==> config.mk <==
export PLATFORM = sky130hd
export DESIGN_NAME = nes_host_top
export DESIGN_NICKNAME = d
export VERILOG_FILES = /design/src/common/nes_host_pkg.sv /design/src/common/osd_if.sv /design/src/cycle_sequencer.sv /design/src/host_registers.sv /design/src/joypad_ports.sv /design/src/memory_request_mux.sv /design/src/nes_host_top.sv
export VERILOG_INCLUDE_DIRS = /design/src /design/src/common
export SDC_FILE = /design/constraint.sdc
export NUM_CORES = 1
export LEC_CHECK = 0
export ABC_AREA = 0
export BUFFER_PORTS_ARGS = -buffer_cell sky130_fd_sc_hd__buf_2
export CORE_UTILIZATION = 48
export CTS_CLUSTER_DIAMETER = 50
export DETAILED_ROUTE_END_ITERATION = 6
export PLACE_DENSITY = 0.81
export SLEW_MARGIN = 10
export SYNTH_ARGS = -nofsm -noshare
export SYNTH_HDL_FRONTEND = slang
export SYNTH_SLANG_ARGS = --single-unit
==> constraint.sdc <==
create_clock -name clk -period 2.9 [get_ports clk]
set_clock_uncertainty 0.15 [all_clocks]
set_input_delay 0.58 -clock clk [delete_from_list [all_inputs] [get_ports clk]]
set_output_delay 0.58 -clock clk [all_outputs]
set_load 0.1 [all_outputs]
==> src/common/nes_host_consts.svh <==
// register numbers on the host command bus and the cycle-enable layout
// include wherever these numbers are decoded or checked

`ifndef NES_HOST_CONSTS_SVH
`define NES_HOST_CONSTS_SVH

// loader and console control
`define REG_LOADER_CONF 8'h35  // bit 0 holds the loader in reset
`define REG_NES_CONFIG  8'h36  // bit 0 selects 8:7 aspect
`define REG_LOADER_DATA 8'h37  // one game byte per write

// controller buttons
`define REG_BUTTONS_1   8'h40
`define REG_BUTTONS_2   8'h41

// on-screen display
`define REG_OSD_ADDR_LO 8'h80  // address bits 7:0
`define REG_OSD_ADDR_HI 8'h81  // address bits 11:8 in the low nibble
`define REG_OSD_DATA    8'h82  // write and advance the address
`define REG_OSD_ENABLE  8'h83  // bit 0 shows the overlay

// sequencer layout
`define CE_PHASES       6
`define MEM_SLOT_PHASE  0      // memory runs here
`define NES_SLOT_PHASE  5      // console runs here

`endif

==> src/common/nes_host_pkg.sv <==
// shared types for the nes host glue
// imported by every block that carries bytes, addresses or the sequencer phase

`default_nettype none

package nes_host_pkg;

  typedef logic [7:0] byte_t;       // command, loader and memory data
  typedef logic [7:0] reg_addr_t;   // register number on the command bus
  typedef logic [21:0] mem_addr_t;  // 4 MB game space
  typedef logic [11:0] osd_addr_t;  // osd character cell
  typedef logic [7:0] buttons_t;    // one controller, bit 0 goes out first

  // six system clocks per console cycle
  typedef enum logic [2:0] {
    phase_0 = 3'd0,  // memory slot
    phase_1 = 3'd1,
    phase_2 = 3'd2,
    phase_3 = 3'd3,
    phase_4 = 3'd4,
    phase_5 = 3'd5   // console slot
  } ce_phase_t;

endpackage

`default_nettype wire

==> src/common/osd_if.sv <==
// on-screen-display write port, from the register block to the display side
// osd_we is a single-cycle strobe with osd_din and osd_addr valid alongside

`timescale 1ns/100ps
`default_nettype none

interface osd_if;
  import nes_host_pkg::*;

  logic      osd_enable;  // overlay shown
  osd_addr_t osd_addr;
  logic      osd_we;      // no back-pressure
  byte_t     osd_din;

  modport source (output osd_enable, output osd_addr, output osd_we, output osd_din);

  modport sink (input osd_enable, input osd_addr, input osd_we, input osd_din);

endinterface

`default_nettype wire

==> src/cycle_sequencer.sv <==
// six-phase cycle-enable sequencer that paces memory and console
// console stays in reset until the loader reports done

`timescale 1ns/100ps
`default_nettype none

`include "nes_host_consts.svh"

module cycle_sequencer (
  input  wire  clk,
  input  wire  reset,
  input  wire  loader_done,
  output logic nes_reset,
  output logic run_mem,
  output logic run_nes
);
  import nes_host_pkg::*;

  // phase   0       1       2       3       4       5
  // memory  issue   ....... read in flight ......   data back
  // console                                         run_nes
  ce_phase_t phase;

  always_ff @(posedge clk) begin
    if (reset) begin
      phase <= phase_0;
    end else if (phase == ce_phase_t'(`CE_PHASES - 1)) begin
      phase <= phase_0;  // wrap
    end else begin
      phase <= ce_phase_t'(phase + 3'd1);
    end
  end

  assign nes_reset = ~loader_done;  // held until the game is in memory

  // slot enables, both quiet while the console is held
  assign run_mem = (phase == ce_phase_t'(`MEM_SLOT_PHASE)) && !nes_reset;
  assign run_nes = (phase == ce_phase_t'(`NES_SLOT_PHASE)) && !nes_reset;

endmodule

`default_nettype wire

==> src/host_registers.sv <==
// decodes host command writes into loader, console, button and osd state
// every write lands on the next edge; strobes last one cycle

`timescale 1ns/100ps
`default_nettype none

`include "nes_host_consts.svh"

module host_registers (
  input  wire                       clk,
  input  wire                       reset,
  input  wire                       cmd_write,
  input  wire nes_host_pkg::reg_addr_t cmd_addr,
  input  wire nes_host_pkg::byte_t  cmd_data,
  output logic                      loader_reset,
  output logic                      aspect_8x7,
  output nes_host_pkg::buttons_t    buttons_1,
  output nes_host_pkg::buttons_t    buttons_2,
  output nes_host_pkg::byte_t       loader_byte,
  output logic                      loader_byte_valid,
  osd_if.source                     osd
);
  import nes_host_pkg::*;

  osd_addr_t addr_cnt;  // next osd cell

  always_ff @(posedge clk) begin
    if (reset) begin
      loader_reset      <= 1'b0;
      aspect_8x7        <= 1'b0;
      buttons_1         <= '0;
      buttons_2         <= '0;
      loader_byte_valid <= 1'b0;
      osd.osd_we        <= 1'b0;
      osd.osd_enable    <= 1'b0;
      addr_cnt          <= '0;
    end else begin
      loader_byte_valid <= 1'b0;
      osd.osd_we        <= 1'b0;
      if (cmd_write) begin
        case (cmd_addr)
          `REG_LOADER_CONF: loader_reset <= cmd_data[0];
          `REG_NES_CONFIG:  aspect_8x7 <= cmd_data[0];
          `REG_LOADER_DATA: loader_byte_valid <= 1'b1;
          `REG_BUTTONS_1:   buttons_1 <= cmd_data;
          `REG_BUTTONS_2:   buttons_2 <= cmd_data;
          `REG_OSD_ADDR_LO: addr_cnt[7:0] <= cmd_data;
          `REG_OSD_ADDR_HI: addr_cnt[11:8] <= cmd_data[3:0];  // upper nibble ignored
          `REG_OSD_DATA: begin
            osd.osd_we <= 1'b1;
            addr_cnt   <= addr_cnt + osd_addr_t'(1);  // auto-increment per byte
          end
          `REG_OSD_ENABLE:  osd.osd_enable <= cmd_data[0];
          default: ;  // unknown numbers are dropped
        endcase
      end
    end
  end

  // data bytes, valid only with their strobes
  always_ff @(posedge clk) begin
    if (cmd_write && cmd_addr == `REG_LOADER_DATA) begin
      loader_byte <= cmd_data;
    end
    if (cmd_write && cmd_addr == `REG_OSD_DATA) begin
      osd.osd_din <= cmd_data;
    end
  end

  // during the strobe the counter has already moved on, so step back one cell
  assign osd.osd_addr = osd.osd_we ? addr_cnt - osd_addr_t'(1) : addr_cnt;

endmodule

`default_nettype wire

==> src/joypad_ports.sv <==
// two controller shift registers as the console sees them
// strobe loads both, falling edge of each port clock shifts that port

`timescale 1ns/100ps
`default_nettype none

module joypad_ports (
  input  wire                       clk,
  input  wire                       reset,
  input  wire nes_host_pkg::buttons_t buttons_1,
  input  wire nes_host_pkg::buttons_t buttons_2,
  input  wire                       joypad_strobe,
  input  wire [1:0]                 joypad_clock,
  output logic [1:0]                joypad_data
);
  import nes_host_pkg::*;

  logic [1:0] last_clock;   // previous sample per port
  logic [1:0] clock_fall;
  buttons_t   load_value [2];
  buttons_t   shift_reg [2];

  assign load_value[0] = buttons_1;
  assign load_value[1] = buttons_2;

  assign clock_fall = last_clock & ~joypad_clock;  // high then low

  always_ff @(posedge clk) begin
    if (reset) begin
      last_clock <= 2'b00;
      for (int n = 0; n < 2; n++) begin
        shift_reg[n] <= '0;
      end
    end else begin
      last_clock <= joypad_clock;
      for (int n = 0; n < 2; n++) begin
        if (joypad_strobe) begin
          shift_reg[n] <= load_value[n];  // latch wins over a shift
        end else if (clock_fall[n]) begin
          shift_reg[n] <= {1'b0, shift_reg[n][7:1]};  // zeros after the last button
        end
      end
    end
  end

  // serial bit back to the console
  assign joypad_data = {shift_reg[1][0], shift_reg[0][0]};

endmodule

`default_nettype wire

==> src/memory_request_mux.sv <==
// merges loader writes and console requests into one memory request
// purely combinational; also decides when the memory gets a refresh

`timescale 1ns/100ps
`default_nettype none

module memory_request_mux (
  input  wire                        nes_reset,
  input  wire                        run_mem,
  // console side
  input  wire                        cpu_read,
  input  wire                        ppu_read,
  input  wire                        nes_write,
  input  wire nes_host_pkg::mem_addr_t nes_addr,
  input  wire nes_host_pkg::byte_t   nes_dout,
  // loader side
  input  wire                        loader_write,
  input  wire nes_host_pkg::mem_addr_t loader_addr,
  input  wire nes_host_pkg::byte_t   loader_data,
  input  wire                        loader_refresh,
  // memory side
  output logic                       mem_read_a,
  output logic                       mem_read_b,
  output logic                       mem_write,
  output logic                       mem_refresh,
  output nes_host_pkg::mem_addr_t    mem_addr,
  output nes_host_pkg::byte_t        mem_din
);

  logic console_req;  // anything pending from the console

  assign console_req = cpu_read | ppu_read | nes_write;

  // console traffic only goes out in the memory slot
  assign mem_read_a = cpu_read & run_mem;
  assign mem_read_b = ppu_read & run_mem;
  assign mem_write  = (nes_write & run_mem) | loader_write;

  // loader owns the bus whenever it writes
  assign mem_addr = loader_write ? loader_addr : nes_addr;
  assign mem_din  = loader_write ? loader_data : nes_dout;

  // loader paces refresh while loading, then idle memory slots take over
  assign mem_refresh = nes_reset ? loader_refresh : (run_mem & ~console_req);

endmodule

`default_nettype wire

==> src/nes_host_top.sv <==
// top level of the nes host glue
// command bus in, register state, joypad serial ports, cycle enables and
// the merged memory request out; console and loader live outside

`timescale 1ns/100ps
`default_nettype none

module nes_host_top (
  input  wire                          clk,
  input  wire                          reset,
  // host command bus
  input  wire                          cmd_write,
  input  wire nes_host_pkg::reg_addr_t cmd_addr,
  input  wire nes_host_pkg::byte_t     cmd_data,
  // loader status and console controller lines
  input  wire                          loader_done,
  input  wire                          joypad_strobe,
  input  wire [1:0]                    joypad_clock,
  output logic [1:0]                   joypad_data,
  // console memory requests
  input  wire                          cpu_read,
  input  wire                          ppu_read,
  input  wire                          nes_write,
  input  wire nes_host_pkg::mem_addr_t nes_addr,
  input  wire nes_host_pkg::byte_t     nes_dout,
  // loader memory requests
  input  wire                          loader_write,
  input  wire nes_host_pkg::mem_addr_t loader_addr,
  input  wire nes_host_pkg::byte_t     loader_data,
  input  wire                          loader_refresh,
  // merged memory request
  output logic                         mem_read_a,
  output logic                         mem_read_b,
  output logic                         mem_write,
  output logic                         mem_refresh,
  output nes_host_pkg::mem_addr_t      mem_addr,
  output nes_host_pkg::byte_t          mem_din,
  // loader and console configuration
  output logic                         loader_reset,
  output logic                         aspect_8x7,
  output nes_host_pkg::byte_t          loader_byte,
  output logic                         loader_byte_valid,
  // on-screen display
  output logic                         osd_enable,
  output nes_host_pkg::osd_addr_t      osd_addr,
  output logic                         osd_we,
  output nes_host_pkg::byte_t          osd_din,
  // console pacing
  output logic                         nes_reset,
  output logic                         run_nes
);
  import nes_host_pkg::*;

  buttons_t buttons_1;
  buttons_t buttons_2;
  logic     run_mem;   // memory slot enable

  osd_if osd_bus ();

  host_registers host_registers_inst (
    .clk               (clk),
    .reset             (reset),
    .cmd_write         (cmd_write),
    .cmd_addr          (cmd_addr),
    .cmd_data          (cmd_data),
    .loader_reset      (loader_reset),
    .aspect_8x7        (aspect_8x7),
    .buttons_1         (buttons_1),
    .buttons_2         (buttons_2),
    .loader_byte       (loader_byte),
    .loader_byte_valid (loader_byte_valid),
    .osd               (osd_bus.source)
  );

  // osd port out to the display side
  assign osd_enable = osd_bus.osd_enable;
  assign osd_addr   = osd_bus.osd_addr;
  assign osd_we     = osd_bus.osd_we;
  assign osd_din    = osd_bus.osd_din;

  joypad_ports joypad_ports_inst (
    .clk           (clk),
    .reset         (reset),
    .buttons_1     (buttons_1),
    .buttons_2     (buttons_2),
    .joypad_strobe (joypad_strobe),
    .joypad_clock  (joypad_clock),
    .joypad_data   (joypad_data)
  );

  cycle_sequencer cycle_sequencer_inst (
    .clk         (clk),
    .reset       (reset),
    .loader_done (loader_done),
    .nes_reset   (nes_reset),
    .run_mem     (run_mem),
    .run_nes     (run_nes)
  );

  memory_request_mux memory_request_mux_inst (
    .nes_reset      (nes_reset),
    .run_mem        (run_mem),
    .cpu_read       (cpu_read),
    .ppu_read       (ppu_read),
    .nes_write      (nes_write),
    .nes_addr       (nes_addr),
    .nes_dout       (nes_dout),
    .loader_write   (loader_write),
    .loader_addr    (loader_addr),
    .loader_data    (loader_data),
    .loader_refresh (loader_refresh),
    .mem_read_a     (mem_read_a),
    .mem_read_b     (mem_read_b),
    .mem_write      (mem_write),
    .mem_refresh    (mem_refresh),
    .mem_addr       (mem_addr),
    .mem_din        (mem_din)
  );

endmodule

`default_nettype wire

Word level (Yosys, flattened, before mapping):

Memories as Yosys holds them, arrays and structs flattened.
Index checks and enable logic that the tools add are counted.

* register bits after elaboration: 54
* bits in writable memories: 16
* memories: 1

Memory list
* joypad_ports_inst.shift_reg: words 2, width 8, read ports 2, clocked after memory_dff 0, wr ports 2, line joypad_ports.sv:21 `buttons_t shift_reg [2];`

* add/subtract/negate cells: 3
* equal/unequal tests: 10
* mux-type cells: 25
* bitwise logic cells: 16
* reductions and logical operators: 16

Operators by type and width (number)
* 2-to-1 mux 8 bit: 5
* == test 8 bit, second input constant: 4
* == test 8 x 6 -> 1 bit, second input constant: 3
* 2-to-1 mux 22 bit: 1
* == test 8 x 7 -> 1 bit, second input constant: 2
* 2-to-1 mux 1 bit: 16
* one-hot mux 8 bit (2 select lines): 1
* AND reduction 2 bit: 7
* adder 12 x 1 -> 12 bit, second input constant: 1
* 2-to-1 mux 12 bit: 1
* subtractor 12 x 1 -> 12 bit, second input constant: 1
* one-hot mux 4 bit (2 select lines): 1
* OR 1 bit: 7
* bitwise AND 1 bit: 4
* logical AND 1 bit: 4
* nonzero test 2 bit: 2
* OR reduction 2 bit: 2
* adder 3 x 1 -> 3 bit, second input constant: 1
* == test 3 bit, second input constant: 1
* logical NOT 3 bit: 1
* inverter 1 bit: 3
* bitwise AND 2 bit: 1
* inverter 2 bit: 1

Longest topological paths before layout:

* depth in word-level cells: 7
* gate-level depth with buffers: 6
* mapped depth without buffers: 6

Hierarchy:

From an unflattened synthesis, not the netlist that was laid out.

* cells, all modules: 377
* area total of the unflattened synthesis: 3773.6 µm²

By module, submodules not included
* host_registers: instances 1, cells an instance 240, area each 2356.0 µm²
* joypad_ports: instances 1, cells an instance 80, area each 860.8 µm²
* memory_request_mux: instances 1, cells an instance 39, area each 392.9 µm²
* cycle_sequencer: instances 1, cells an instance 18, area each 163.9 µm²

Worst setup path after synthesis:

No wires, ideal clock.

* kind: register to output
* start point: reg host_registers_inst.osd.osd_we
* end point: out osd_addr[7]
* arrival time: 3562 ps
* required time: 2170 ps
* setup slack: -1392 ps
* stages on the path, launching flop included: 4
* path buffers: 0
* path through: dfxtp_1 > or3b_1 > or4_4 > xnor2_1

* word-level cells in the longest chain between the ends: 1

RTL lines
* start, declared: line osd_if.sv:15 `modport source (output osd_enable, output osd_addr, output osd_we, output osd_din);`
* start signal, assigned: line host_registers.sv:34 `osd.osd_we <= 1'b0;`
* start signal, assigned: line host_registers.sv:39 `osd.osd_we <= 1'b0;`
* start signal, assigned: line host_registers.sv:50 `osd.osd_we <= 1'b1;`
* 2-to-1 mux 12 bit: line host_registers.sv:71 `assign osd.osd_addr = osd.osd_we ? addr_cnt - osd_addr_t'(1) : addr_cnt;`
* end, declared: line nes_host_top.sv:45 `output nes_host_pkg::osd_addr_t osd_addr,`

No other way between the ends.

Worst setup path after layout:

* start point: reg host_registers_inst.addr_cnt[1]
* end point: out osd_addr[10]

* word-level cells in the longest chain between the ends: 2

RTL lines
* start, declared: line host_registers.sv:25 `osd_addr_t addr_cnt;`
* start signal, assigned: line host_registers.sv:47 `` `REG_OSD_ADDR_LO: addr_cnt[7:0] <= cmd_data; ``
* start signal, assigned: line host_registers.sv:51 `addr_cnt <= addr_cnt + osd_addr_t'(1);`
* subtractor 12 x 1 -> 12 bit: line host_registers.sv:71
* 2-to-1 mux 12 bit: line host_registers.sv:71

No other way between the ends.

==> flow_summary.yaml <==
detailed_routing:
  drt-met1-wl_mm: 4.40
  met2_length_mm: 5.43
  drc: 0
  viasPerCell: 5.57
  drt_iter0_drc: 131
  top_layer: "met4"
  final_antenna_net_count: 0
  vias: 3449
  dr.pass1.iters: 4
  drt-wirelength-per-cell_um: 18.1
  wl_met3_um: 944
  wl_mm: 11.2
critical_path:
  cp-end-kind: "primary output"
  start_kind: "register"
  timing.rr.start: "host_registers_inst.addr_cnt[5]"
  critical_path_class: "reg -> out"
  reg2regPathDepth: 4
  crit_path_start: "host_registers_inst.addr_cnt[1]"
  crit_required_ps: 2170
  cp.arrival_ps: 2160
  path_max_fanout: 7
place:
  port-buffer-count: 158
  finalWeightedCongestion: 0.910
  dp_hpwl_mm: 8.71
  dpl_cell_area_um2: 4810
logic_synthesis:
  synth_nets: 442
  syn_area_um2: 3680
  synth_edf_count: 31
  ys_types: 58
  netlist_instances: 349
  yosys_warnings: 0
  syn_area_per_cell_um2: 10.5
  async_flop_share: 0
  ys.flop_type: "dfxtp_1"
  yosysSeqAreaShare: 0.465
  yosys_register_bits: 70
floorplan:
  dieArea_um2: 8010
  die_h_um: 89.5
  io_pins: 159
  coreArea_um2: 7330
  die_width_um: 89.5
  num_rows: 31
  start_util: 0.502
sta:
  finalSetupViolations: 0
  tightest_slew_ps: 822
  period_minus_slack_ps: 2890
  drv_slew: 0
  relSlewSlack: 0.448
  fin_tns_setup_ps: 0
  hold_viol_final: 0
  rsz0062_at_grt: "true"
  fin_crit_sh: 0.996
  max_freq_mhz: 346
outcome:
  outcome: "finished clean"
worst_hold_path:
  hold_path_depth: 2
  hold_start: "joypad_clock[1]"
  hp-class: "in -> reg"
global_route:
  grt_pass1_vias: 3181
  grt_pass1_wl_mm: 16.2
  groute.usage.overall: 0.286
  grt_antenna_before_repair: 1
  grt_max_degree: 32
  globalRouteOverflowTotal: 0
cts:
  ctsLongestPathBuffers: 2
  htree_levels: 3
  cts_tree: "done"
  cts_sinks: 70
  cts_buffers: 9
  root_buffer: "clkbuf_8"
  clk_pin_slew_worst_paths_ps: 80
  insertion_delay_ps: 340
  hold_buffers: 0
final_layout:
  post-route-cell-area_um2: 5080
  final_nets: 607
  drive_gt1_frac: 0.478
  largest_reg_flops: 16
  fillCellCount: 581
  area_growth_pct: 38.0
power:
  p_leak_nw: 2.28
  ir_worst_vdd_v: 0.000251
  power_w: 0.00247
  power.density_nw_per_um2: 487
flow_run:
  drv_cap: 0
-- final cells by class --
cell class | count | area, µm² | area share
antenna | 1 | 2.50 | 0.000493
timing repair buffer | 175 | 1010 | 0.198
tap | 99 | 124 | 0.0244
sequential | 70 | 1720 | 0.339
clock inverter | 6 | 93.8 | 0.0185
clock buffer | 10 | 128 | 0.0251
inverter | 10 | 37.5 | 0.00739
multi-input combinational | 248 | 1960 | 0.387
-- where the power goes --
| part | switching (W) | internal (W) | leakage (nW) |
|---|---|---|---|
| Combinational | 0.000421 | 0.000130 | 1.54 |
| Clock | 0.000380 | 0.000490 | 0.107 |
| Sequential | 0.00000734 | 0.00104 | 0.631 |
-- worst paths after layout --
check / slack, ps / to
worst max-delay path: 10 / osd_addr[10]
worst min-delay path: 310 / joypad_ports_inst.last_clock[1]
worst max register to register: 1100 / host_registers_inst.addr_cnt[11]
worst min register to register: 350 / host_registers_inst.osd.osd_enable
-- cells by family after synthesis --
logic type               count (synthesis)  share of synthesized area
AO/OA/AOI/OAI                           67                      0.128
XOR/XNOR                                10                     0.0238
adder cells (fa/ha/maj)                  5                     0.0170
buffers and inverters                   31                     0.0384
flip-flops                              70                      0.465
multiplexers                            50                      0.146
AND/OR/NAND/NOR                        116                      0.181
-- metal layers --
metal,global-route usage,vias up
li1,-,1635
met2,0.491,166
met3,0.0849,28
met4,0.137,0
met1,0.326,1620
met5,0,-
-- worst max-delay path, cell delays in order (launching register included) --
cell	delay, ps
dfxtp_2	360
inv_1	60
ha_1	150
nand4bb_1	120
or4_4	460
nor4_4	280
xor2_4	200
buf_12	190
-- Yosys cell counts (3+ instances only) --
master	number	area share
nor4_1	5	0.0085
and3_1	7	0.012
or3_1	5	0.0085
a22o_1	15	0.036
dfxtp_1	39	0.21
o21ai_0	17	0.023
ha_1	5	0.017
nor2_1	33	0.034
mux2i_1	20	0.054
nand2_1	11	0.011
nand4_1	5	0.0085
inv_1	10	0.010
nor2b_1	8	0.014
clkbuf_1	11	0.011
nand2b_1	4	0.0068
nor3_1	9	0.012
nand3_1	5	0.0068
edfxtp_1	31	0.25
xor2_1	5	0.012
a21oi_1	12	0.016
xnor2_1	5	0.012
buf_1	4	0.0041
o21a_1	3	0.0061
and2_1	3	0.0051
mux2_2	30	0.092
-- through the flow --
step	utilization	hold slack (ps)	std cells	setup WS, ps
6_report	0.692	314	619	10.3
5_1_grt	0.692	309	619	-112
3_3_place_gp	0.656	318	599	320
3_5_place_dp	0.656	338	599	279
2_1_floorplan	-	305	349	-92.9
4_1_cts	0.689	297	616	-29.0
-- repair_timing --
item,CTS,global route
buffers inserted,1,2
setup endpoints to repair,3,4
pin swaps,2,1
resized for setup,5,2
-- layout by cell type (no fill, tap or decap), types with 3 or more instances in the layout --
master and instances:
o21ai_0 17, buf_12 6, edfxtp_1 31, inv_1 10, nor2b_1 8, or4_4 3, buf_2 153, nand3_1 5
nor3_1 9, ha_1 5, and2_1 3, nand2_1 11, mux2_2 30, nand4_1 5, or3_1 4, a22o_1 15
mux2i_1 20, buf_4 16, clkbuf_8 9, nand2b_1 4, o21a_1 3, dfxtp_1 35, xnor2_2 4, nor2_1 32
a21oi_1 12, nor4_1 4, and3_1 7
Power figures use the tool's default switching activity.
